## config.mk

```make
export PLATFORM = sky130hd
export DESIGN_NAME = mem_decode
export DESIGN_NICKNAME = d
export VERILOG_FILES = /design/src/common/ti_mem_pkg.sv /design/src/rtl/mem_decode.sv
export SDC_FILE = /design/constraint.sdc
export NUM_CORES = 1
export LEC_CHECK = 0
export ABC_AREA = 0
export BUFFER_PORTS_ARGS = -buffer_cell sky130_fd_sc_hd__buf_2
export CORE_ASPECT_RATIO = 1.5
export CORE_MARGIN = 8
export CORE_UTILIZATION = 42
export DETAILED_ROUTE_END_ITERATION = 8
export PLACE_DENSITY = 0.78
export REMOVE_ABC_BUFFERS = 1
export SYNTH_ARGS = -nofsm -noshare
export SYNTH_HDL_FRONTEND = slang
export SYNTH_SLANG_ARGS = --single-unit
export TNS_END_PERCENT = 5
```

## constraint.sdc

```tcl
create_clock -name clk -period 3.29 [get_ports clk]
set_input_delay 0.658 -clock clk [delete_from_list [all_inputs] [get_ports clk]]
set_output_delay 0.658 -clock clk [all_outputs]
set_load 0.1 [all_outputs]
```

## src/common/ti_mem_pkg.sv

```systemverilog
//==========================================================================
// ti_mem_pkg
// shared widths, types and address map of the TI-99/4A on-chip memory
// subsystem (scratchpad, GROM extension, 32K RAM expansion)
//==========================================================================

`default_nettype none

package ti_mem_pkg;

  //==========================================================================
  // bus and memory widths
  //==========================================================================
  localparam int adr_w  = 23;             // word address, byte addr bits 23..1
  localparam int dat_w  = 16;             // cpu data word
  localparam int sel_w  = 2;              // byte lanes, bit 0 = low byte
  localparam int lane_w = dat_w / sel_w;  // bits per lane
  localparam int pad_aw = 9;              // 512 words = 1K byte scratchpad
  localparam int big_aw = 14;             // 16K words = 32K byte
  localparam int idx_w  = big_aw;         // widest local index between stages

  typedef logic [adr_w-1:0] adr_t;
  typedef logic [dat_w-1:0] dat_t;
  typedef logic [sel_w-1:0] sel_t;
  typedef logic [idx_w-1:0] idx_t;

  // decoded target of one access
  typedef enum logic [1:0] {
    region_none     = 2'd0,  // unmapped, reads 0, writes dropped
    region_pad      = 2'd1,
    region_grom_ext = 2'd2,
    region_ram_exp  = 2'd3
  } region_e;

  //==========================================================================
  // address map, all on word address bits
  //==========================================================================
  // scratchpad, bits 22..9, byte 8000
  localparam logic [13:0] pad_base    = 14'b0000_0000_1000_00;
  // grom space, bits 22..15, byte 10000
  localparam logic [7:0]  grom_page   = 8'b0000_0001;
  // writable grom chunks on bits 14..12, 3 up to 6
  localparam logic [2:0]  grom_ext_lo = 3'd3;
  localparam logic [2:0]  grom_ext_hi = 3'd6;

  // 32K expansion windows
  localparam logic [10:0] ram_lo_page = 11'b000_0000_0001;  // 2000..3fff, bits 22..12
  localparam logic [10:0] ram_a_page  = 11'b000_0000_0101;  // a000..bfff, bits 22..12
  localparam logic [9:0]  ram_c_page  = 10'b00_0000_0011;   // c000..ffff, bits 22..13
  // chunk on bits 14..12 that folds down to index quarter 0
  localparam logic [2:0]  ram_fold_chunk = 3'b001;

  // edges from accepting stb to ack
  localparam int lat_cycles = 2;

endpackage

`default_nettype wire

```

## src/rtl/mem_decode.sv

```systemverilog
//==========================================================================
// mem_decode
// first pipeline stage that takes a wishbone classic request when idle,
// decodes its region, folds the expansion address and registers the access
//==========================================================================

`default_nettype none

module mem_decode (
  input  logic                 clk,
  input  logic                 i_arst_n,
  input  logic                 i_wb_cyc,
  input  logic                 i_wb_stb,
  input  logic                 i_wb_we,
  input  ti_mem_pkg::adr_t     i_wb_adr,
  input  ti_mem_pkg::sel_t     i_wb_sel,
  input  ti_mem_pkg::dat_t     i_wb_dat,
  input  logic                 i_ack,     // ack from the access stage
  output logic                 o_valid,
  output logic                 o_we,
  output ti_mem_pkg::sel_t     o_sel,
  output ti_mem_pkg::region_e  o_region,
  output ti_mem_pkg::idx_t     o_idx,
  output ti_mem_pkg::dat_t     o_dat
);
  import ti_mem_pkg::*;

  logic    busy;     // one access in flight
  logic    accept;
  logic    pad_hit, grom_hit, ram_hit;
  logic    ram_fold;
  region_e region;
  idx_t    idx;

  assign accept = i_wb_cyc && i_wb_stb && !busy;

  //==========================================================================
  // address decode
  //==========================================================================
  assign pad_hit  = (i_wb_adr[adr_w-1:9] == pad_base);
  assign grom_hit = (i_wb_adr[adr_w-1:15] == grom_page)
                 && (i_wb_adr[14:12] >= grom_ext_lo)
                 && (i_wb_adr[14:12] <= grom_ext_hi);    // pages 0,1,2,7 unmapped
  assign ram_hit  = (i_wb_adr[adr_w-1:12] == ram_lo_page)
                 || (i_wb_adr[adr_w-1:12] == ram_a_page)
                 || (i_wb_adr[adr_w-1:13] == ram_c_page);
  // 2000 window shares bits 13..12 with a000 so it moves to quarter 0
  assign ram_fold = (i_wb_adr[14:12] == ram_fold_chunk);

  always_comb
  begin
    region = region_none;
    idx    = '0;
    if (pad_hit)
    begin
      region = region_pad;
      idx    = idx_t'(i_wb_adr[pad_aw-1:0]);  // zero extended
    end
    else if (grom_hit)
    begin
      region = region_grom_ext;                // writable ram in this design
      idx    = i_wb_adr[idx_w-1:0];
    end
    else if (ram_hit)
    begin
      region = region_ram_exp;
      idx    = {(ram_fold ? 2'b00 : i_wb_adr[13:12]), i_wb_adr[11:0]};
    end
  end

  //==========================================================================
  // request register
  //==========================================================================
  always_ff @(posedge clk or negedge i_arst_n)
  begin
    if (!i_arst_n)
    begin
      busy    <= 1'b0;
      o_valid <= 1'b0;
    end
    else
    begin
      o_valid <= accept;  // one pulse per accepted request
      if (accept)
        busy <= 1'b1;
      else if (i_ack)
        busy <= 1'b0;
    end
  end

  // request payload for stage 2
  always_ff @(posedge clk)
  begin
    if (accept)
    begin
      o_we     <= i_wb_we;
      o_sel    <= i_wb_sel;
      o_region <= region;
      o_idx    <= idx;
      o_dat    <= i_wb_dat;
    end
  end

  a_valid_pulse: assert property (@(posedge clk) disable iff (!i_arst_n)
    o_valid |=> !o_valid);
  // busy lasts up to the ack edge so the next request waits past it
  a_valid_idle: assert property (@(posedge clk) disable iff (!i_arst_n)
    o_valid |-> ##lat_cycles !o_valid);
  // ack from stage 2 lands at the fixed bus latency
  a_ack_lat: assert property (@(posedge clk) disable iff (!i_arst_n)
    accept |-> ##lat_cycles i_ack);

endmodule

`default_nettype wire

```

==> results_dict.tcl, run 1 <==
set metrics [dict create \
    ios 83 \
    root_buffer "clkbuf_8" \
    htree_num_levels 2 \
    cts_hold_buffers 0 \
    cp_slowest_cell "or4_4" \
    r2r_cells 1 \
    finalCritPeriodShare_pct 55.1 \
    path_clk_slew_ps 60 \
    worstSkewPairLatency_ps 280 \
    syn_inst 77 \
    drt-vias-per-instance 4.92 \
    seq_area_sq_um 1100 \
    syn_to_final_growth_pct 39.7 \
    drc 0 \
    crit_fanout 9 \
    critPathBufInv 1 \
    cts.repair.resized 0 \
    drv_slew 0 \
    drtIter0Drc 19 \
    synth.distinct_cells 22 \
    cts_tree "yes" \
    syn_area_per_cell_sq_um 18.0 \
    seq_area_frac_synth_pct 79.4 \
    rsz0062_at_grt "no" \
    cpPeakStageDelay_ps 550 \
    p_per_area_nw_per_um2 529 \
    multi_input_area_sq_um 287 \
    dr_total_vias 1008 \
    cts_sinks 37 \
    antenna_found_initial 0 \
    preCtsSetupSlack_ps 1210 \
    post_cts_buffers 0 \
    setup_viol 0 \
    grt_max_degree 37 \
    ys_warn_count 0 \
    cp-end-kind "flip-flop" \
    holdCritPathClass "in -> async" \
    status "finished clean" \
    layout_common_cells "82 x buf_2, 35 x edfxtp_1, 13 x and3_1" \
    routed_wl_um 3230 \
    crit_path_cell_trace "buf_2 -> or4_4 -> a311oi_4 -> and3_1" \
    dieArea_sq_um 5440 \
    ir_drop_mv 0.252 \
    gr-usage-all-layers_pct 11.5 \
    layout_commonest_cell "buf_2" \
    critPathLaunchType "input pin" \
    netlist_area_sq_um 1390 \
    finalSetupTns_ps 0 \
    hold_violations 0 \
    crit_family "simple AND/OR/NAND/NOR gates" \
    crit_required_ps 3430 \
    die_h_um 86.4 \
    grt_pass1_wl_um 4930 \
    num_rows 25 \
    place_congestion 0.753 \
    cap_violations 0 \
    cts_buffer_depth 2 \
    hold_ws_ps 154 \
    fin_crit_ps 1810 \
    tightest_slew_ps 910 \
    nets 211 \
    io_buffers 82 \
    core_region_area_sq_um 3160 \
    r2r_start "busy$_DFFE_PN0P_" \
    power_leakage_nw 0.885 \
    die_w_um 62.9 \
    grt-ovfl-total 0 \
    start_util_pct 43.9 \
    fin_worst_skew_ps 3.92 \
    timing.rr.end "o_idx[11]$_SDFFCE_PP0P_" \
    fmax_mhz 551 \
    n_antenna_cell 0 \
    timing.slew.headroom_pct 39.2 \
    arrival_ps 1950 \
    reg2reg_setup_slack_ps 1760 \
    ys_seq_elements 37 \
    setup_slack_ps 1480 \
    drtPass1Iterations 4 \
    critPathKind "in -> reg" \
    grt_pass1_vias 1075 \
    numCtsBuffers 5 \
    ant_nets 0 \
    fillers 254 \
    wire_per_inst_um 15.7 \
    drive_gt1_share_pct 57.0 \
]
[metrics by stage]
| stage | power (mW) | utilization, % | area (sq um) | cells |
|---|---|---|---|---|
| detailed placement | 0.733 | 58.5 | 1850 | 197 |
| global placement | 0.729 | 58.5 | 1850 | 197 |
| CTS | 1.04 | 61.3 | 1940 | 205 |
| floorplan | 0.682 | - | 1380 | 75 |
| global route | 1.06 | 61.3 | 1940 | 205 |
| finish | 1.03 | 61.3 | 1940 | 205 |
[layout make-up]
class                           count  area share (%)
Tap cell                           40            2.58
Clock buffer                        8            4.65
Multi-Input combinational cell     38            14.8
Sequential cell                    37            56.8
Timing Repair Buffer               82            21.2
[sequential cells by signal (all words and copies together) (netlist names)]
name / flops
o_valid: 1
o_dat: 16
o_we: 1
o_sel: 2
o_region: 2
busy: 1
o_idx: 14
[cells in the mapped netlist, drive strengths merged]
master,number,area share (%)
a211o,1,0.63
a21bo,1,0.72
a21oi,1,0.36
a311oi,1,1.9
and3,13,5.9
and4,3,1.9
clkbuf,2,0.54
dfrtp,2,3.6
edfxtp,35,76
mux2,1,0.81
mux2i,2,1.4
nand2,3,0.81
nand3b,1,0.54
nor2,2,0.54
nor3,1,0.36
nor4,1,0.45
o21ai,1,0.36
o22ai,1,0.45
or2,1,0.45
or3,1,0.45
or4,1,0.81
xnor2,2,1.3
[where the power goes]
part	switching (mW)	total, mW	internal (mW)
clock network	0.134	0.304	0.170
logic	0.145	0.183	0.0380
registers	0.00458	0.539	0.534
[cell families (layout without fill, tap and decap cells)]
logic type	Yosys count	count (layout)	synth area share (%)
multiplexers	3	3	2.25
buffers and inverters	2	90	0.541
XOR/XNOR	2	2	1.26
AND/OR/NAND/NOR	27	27	12.2
flip-flops	37	37	79.4
AO/OA/AOI/OAI	6	6	4.42
[layer usage]
layer,track usage [%],wire (um),up-vias
li1,-,-,478
met1,11.5,1140,451
met2,19.4,1630,73
met3,4.77,369,6
met4,7.50,87,0
met5,0,0,-
[worst max path at each step]
stage	startpoint	to	slack (ps)	depth (start not counted)
2_1_floorplan	i_wb_cyc	o_dat[0]$_DFFE_PP_	640	2
3_3_place_gp	i_wb_adr[20]	o_idx[0]$_DFFE_PP_	1270	4
3_5_place_dp	i_wb_adr[20]	o_idx[6]$_DFFE_PP_	1210	4
4_1_cts	i_wb_adr[20]	o_idx[6]$_DFFE_PP_	1500	4
5_1_grt	i_wb_adr[20]	o_idx[3]$_DFFE_PP_	1410	4
6_report	i_wb_adr[20]	o_idx[3]$_DFFE_PP_	1480	4
(Power assumes the default switching activity.)
==> run 2, diff against run 1 <==
--- a/config.mk
+++ b/config.mk
@@ -9,9 +9,9 @@
 export BUFFER_PORTS_ARGS = -buffer_cell sky130_fd_sc_hd__buf_2
 export CORE_ASPECT_RATIO = 1.5
 export CORE_MARGIN = 8
-export CORE_UTILIZATION = 42
+export CORE_UTILIZATION = 38
 export DETAILED_ROUTE_END_ITERATION = 8
-export PLACE_DENSITY = 0.78
+export PLACE_DENSITY = 0.74
 export REMOVE_ABC_BUFFERS = 1
 export SYNTH_ARGS = -nofsm -noshare
 export SYNTH_HDL_FRONTEND = slang
==> constraint.sdc (replaced) <==
create_clock -name clk -period 1.5 [get_ports clk]
set_input_delay 0.3 -clock clk [delete_from_list [all_inputs] [get_ports clk]]
set_output_delay 0.3 -clock clk [all_outputs]
set_load 0.1 [all_outputs]
==> results_dict.tcl, run 2 (same netlist as run 1, synthesis figures left out) <==
set metrics [dict create \
    status "finished clean" \
    num_rows 27 \
    holdCritPathClass "in -> reg" \
    root_buffer "clkbuf_8" \
    largest_reg_flops 16 \
    path_clk_slew_ps 60 \
    timing.slew.headroom_pct 66.8 \
    htree_num_levels 2 \
    antenna_found_initial 0 \
    setup_slack_ps 76.4 \
    setup_viol 0 \
    die_h_um 90.0 \
    drtIter0Drc 29 \
    drtPass1Iterations 4 \
    dpl.cell_count 205 \
    drc 0 \
    wire_per_inst_um 15.9 \
    start_util_pct 38.7 \
    cts_tree "yes" \
    arrival_ps 1570 \
    layout_common_cells "82 x buf_2, 35 x edfxtp_1, 13 x and3_1" \
    syn_to_final_growth_pct 44.5 \
    hold_violations 0 \
    cp_slowest_cell "or4_4" \
    r2r_start "busy$_DFFE_PN0P_" \
    r2r_cells 2 \
    layout_commonest_cell "buf_2" \
    dr_total_vias 1021 \
    crit_required_ps 1640 \
    cp.depth 4 \
    cap_violations 0 \
    cts_sinks 37 \
    die_w_um 65.3 \
    routed_wl_um 3400 \
    tightest_slew_ps 501 \
    grt_pass1_wl_um 5430 \
    crit_path_cell_trace "buf_2 -> or4_4 -> a311oi_4 -> and3_1" \
    drt-vias-per-instance 4.77 \
    hold_end "o_dat[10]$_DFFE_PP_" \
    grt_max_degree 37 \
    grt_pass1_vias 1119 \
    post_cts_buffers 0 \
    critPathBufInv 1 \
    fmax_mhz 702 \
    critPathKind "in -> reg" \
    hp-start "i_wb_dat[10]" \
    cpPeakStageDelay_ps 540 \
    crit_fanout 9 \
    cp-end-kind "flip-flop" \
    regMostFlops "o_dat" \
    power_leakage_nw 0.917 \
    hpwl_um 2790 \
    preCtsSetupSlack_ps -246 \
    rsz0062_at_grt "no" \
    ir_drop_mv 0.678 \
    critPathLaunchType "input pin" \
    worstSkewPairLatency_ps 280 \
    finalSetupTns_ps 0 \
    fin_crit_ps 1420 \
    core_region_area_sq_um 3580 \
    hold_ws_ps 194 \
    layoutNonFillerInstCount 214 \
    fin_worst_skew_ps 1.96 \
    finalCritPeriodShare_pct 94.9 \
    drv_slew 0 \
    drive_gt1_share_pct 58.5 \
    dieArea_sq_um 5880 \
    ios 83 \
    io_buffers 82 \
    whs_path_depth 1 \
    cts_buffer_depth 2 \
    reg2reg_setup_slack_ps 400 \
    reg_top3 "o_dat (16), o_idx (14)" \
    ant_nets 0 \
    nets 217 \
    gr-usage-all-layers_pct 12.0 \
    grt-ovfl-total 0 \
    n_antenna_cell 0 \
    numCtsBuffers 5 \
    p_per_area_nw_per_um2 1140 \
    timing.rr.end "o_dat[15]$_DFFE_PP_" \
    crit_family "simple AND/OR/NAND/NOR gates" \
    place_congestion 0.796 \
]
==> run 2: final cells by class <==
cell class / instances / area (sq um)
Fill cell: 319 / 1580
Tap cell: 43 / 53.8
Multi-Input combinational cell: 38 / 289
Timing Repair Buffer: 88 / 470
Clock buffer: 8 / 90.1
Sequential cell: 37 / 1100
==> run 2: how the worst max path moves through the flow <==
stage / from / endpoint / slack [ps]
final: i_wb_adr[20] / o_idx[7]$_DFFE_PP_ / 80
after global routing: i_wb_adr[20] / o_idx[7]$_DFFE_PP_ / 10
after CTS: i_wb_adr[20] / o_idx[10]$_SDFFCE_PP0P_ / 30
after detailed placement: i_wb_adr[20] / o_idx[10]$_SDFFCE_PP0P_ / -250
after global placement: i_wb_adr[20] / o_idx[9]$_SDFFCE_PP0P_ / -170
after floorplan: busy$_DFFE_PN0P_ / o_dat[0]$_DFFE_PP_ / -830
==> run 2: through the flow <==
step / instance area (sq um) / power [mW] / utilization [%]
after floorplan: 1380 / 1.50 / -
after global placement: 1900 / 1.61 / 53.1
after detailed placement: 1900 / 1.63 / 53.1
after CTS: 2000 / 2.30 / 55.9
after global routing: 2000 / 2.37 / 56.0
final: 2000 / 2.28 / 56.0
==> run 2: timing repair <==
action                                  in CTS  in global routing
endpoints found under the setup margin       0                  2
hold endpoints to repair                     2                  0
hold buffers                                 1                  0
gates resized for setup                      0                  1
==> run 2: power breakdown <==
part           internal, mW  switching (mW)  total [mW]
Combinational        0.0972           0.322       0.420
Clock                 0.374           0.308       0.682
Sequential             1.17          0.0109        1.18
==> run 2: per-layer routing <==
metal	track usage (%)	part of all wire, %
met4	6.58	1.5
met3	5.22	12
met5	0	0
met2	19.8	48
met1	12.2	38
==> run 3, diff against run 2 <==
--- a/config.mk
+++ b/config.mk
@@ -11,7 +11,7 @@
 export CORE_MARGIN = 8
 export CORE_UTILIZATION = 38
 export DETAILED_ROUTE_END_ITERATION = 8
-export PLACE_DENSITY = 0.74
+export PLACE_DENSITY = 0.85
 export REMOVE_ABC_BUFFERS = 1
 export SYNTH_ARGS = -nofsm -noshare
 export SYNTH_HDL_FRONTEND = slang
==> results_dict.tcl, run 3 (same netlist as run 1, synthesis figures left out) <==
set metrics [dict create \
    status "finished clean" \
    post_cts_buffers 0 \
    timing.rr.end "o_idx[10]$_SDFFCE_PP0P_" \
    reg2reg_setup_slack_ps 400 \
    ios 83 \
    hp-start "i_wb_dat[5]" \
    layout_common_cells "82 x buf_2, 35 x edfxtp_1, 13 x and3_1" \
    cts_sinks 37 \
    fin_crit_ps 1420 \
    largest_reg_flops 16 \
    grt_max_degree 37 \
    numCtsBuffers 5 \
    worstSkewPairLatency_ps 270 \
    finalSetupTns_ps 0 \
    grt-ovfl-total 0 \
    post_dp_cell_area_sq_um 1890 \
    gr-usage-all-layers_pct 12.0 \
    whs_path_depth 1 \
    regMostFlops "o_dat" \
    hold_violations 0 \
    place_congestion 0.785 \
    nets 216 \
    timing.slew.headroom_pct 66.3 \
    arrival_ps 1560 \
    start_util_pct 38.7 \
    die_w_um 65.3 \
    power_leakage_nw 0.912 \
    endpoint "o_idx[3]$_DFFE_PP_" \
    crit_path_cell_trace "buf_2 -> or4_4 -> a311oi_4 -> and3_1" \
    grt_pass1_wl_um 5470 \
    setup_slack_ps 78.0 \
    ir_drop_mv 0.611 \
    cts_buffer_depth 2 \
    cpPeakStageDelay_ps 560 \
    crit_family "simple AND/OR/NAND/NOR gates" \
    ant_nets 0 \
    grt_pass1_vias 1086 \
    cp.depth 4 \
    tightest_slew_ps 509 \
    dpl.cell_count 204 \
    routed_wl_um 3620 \
    n_antenna_cell 0 \
    cp_slowest_cell "or4_4" \
    drt-vias-per-instance 4.81 \
    dr_total_vias 1025 \
    fin_util_pct 55.5 \
    syn_to_final_growth_pct 43.2 \
    design_area_sq_um 1990 \
    hold_ws_ps 202 \
    path_clk_slew_ps 70 \
    htree_num_levels 2 \
    root_buffer "clkbuf_8" \
    cts.repair.resized 0 \
    num_rows 27 \
    cts_tree "yes" \
    io_buffers 82 \
    hpwl_um 2970 \
    critPathLaunchType "input pin" \
    antenna_found_initial 0 \
    core_region_area_sq_um 3580 \
    layoutNonFillerInstCount 213 \
    rsz0062_at_grt "no" \
    reg_top3 "o_dat (16), o_idx (14)" \
    setup_viol 0 \
    power.total_mw 2.23 \
    fmax_mhz 703 \
    wire_per_inst_um 17.0 \
    r2r_start "busy$_DFFE_PN0P_" \
    fin_worst_skew_ps 1.06 \
    p_per_area_nw_per_um2 1120 \
    drtIter0Drc 18 \
    r2r_cells 2 \
    preCtsSetupSlack_ps -208 \
    die_h_um 90.0 \
    cap_violations 0 \
    cp-end-kind "flip-flop" \
    crit_required_ps 1640 \
    critPathBufInv 1 \
    layout_commonest_cell "buf_2" \
    finalCritPeriodShare_pct 94.8 \
    holdCritPathClass "in -> reg" \
    critPathKind "in -> reg" \
    drc 0 \
    crit_fanout 9 \
    critPathLaunch "i_wb_adr[20]" \
    drtPass1Iterations 4 \
    drive_gt1_share_pct 58.2 \
    drv_slew 0 \
    dieArea_sq_um 5880 \
]
[run 3: changes by cell type in the layout (fill, tap and decap cells not counted), sizes merged]
| cell | delta |
|---|---|
| buf | -1 |
| clkbuf | -2 |
| clkinv | +2 |
[run 3: layout make-up]
| type | count | area, sq um |
|---|---|---|
| fill | 310 | 1590 |
| sequential | 37 | 1100 |
| timing repair buffer | 87 | 463 |
| multi-input combinational | 38 | 287 |
| clock buffer | 6 | 72.6 |
| tap | 43 | 53.8 |
| clock inverter | 2 | 10.0 |
[run 3: worst reg2reg max path, stage by stage, from the launching register on]
cell and delay, ps:
dfrtp_1 420, nor2_4 150, buf_12 230
[run 3: worst min-delay path by stage]
| stage | end | slack, ps |
|---|---|---|
| after floorplan | busy$_DFFE_PN0P_ | 4 |
| after global placement | o_valid$_DFF_PN0_ | 90 |
| after detailed placement | o_valid$_DFF_PN0_ | 90 |
| after CTS | o_dat[5]$_DFFE_PP_ | 190 |
| after global routing | o_dat[5]$_DFFE_PP_ | 190 |
| final | o_dat[5]$_DFFE_PP_ | 200 |
[run 3: report_power, final]
group	total, mW	switching [mW]	internal, mW
clock	0.629	0.308	0.321
sequential	1.18	0.0110	1.17
combinational	0.420	0.323	0.0964
[run 3: routing by layer]
metal | up-vias | track usage [%] | part of all wire, %
met2 | 65 | 19.3 | 46
met3 | 4 | 6.21 | 12
met4 | 0 | 5.12 | 1.6
li1 | 491 | - | -
met1 | 465 | 12.7 | 40
met5 | - | 0 | 0
[run 3: repair_timing]
item,in CTS,in global routing
hold buffers,1,0
endpoints found under the setup margin,0,0
hold endpoints to repair,2,0
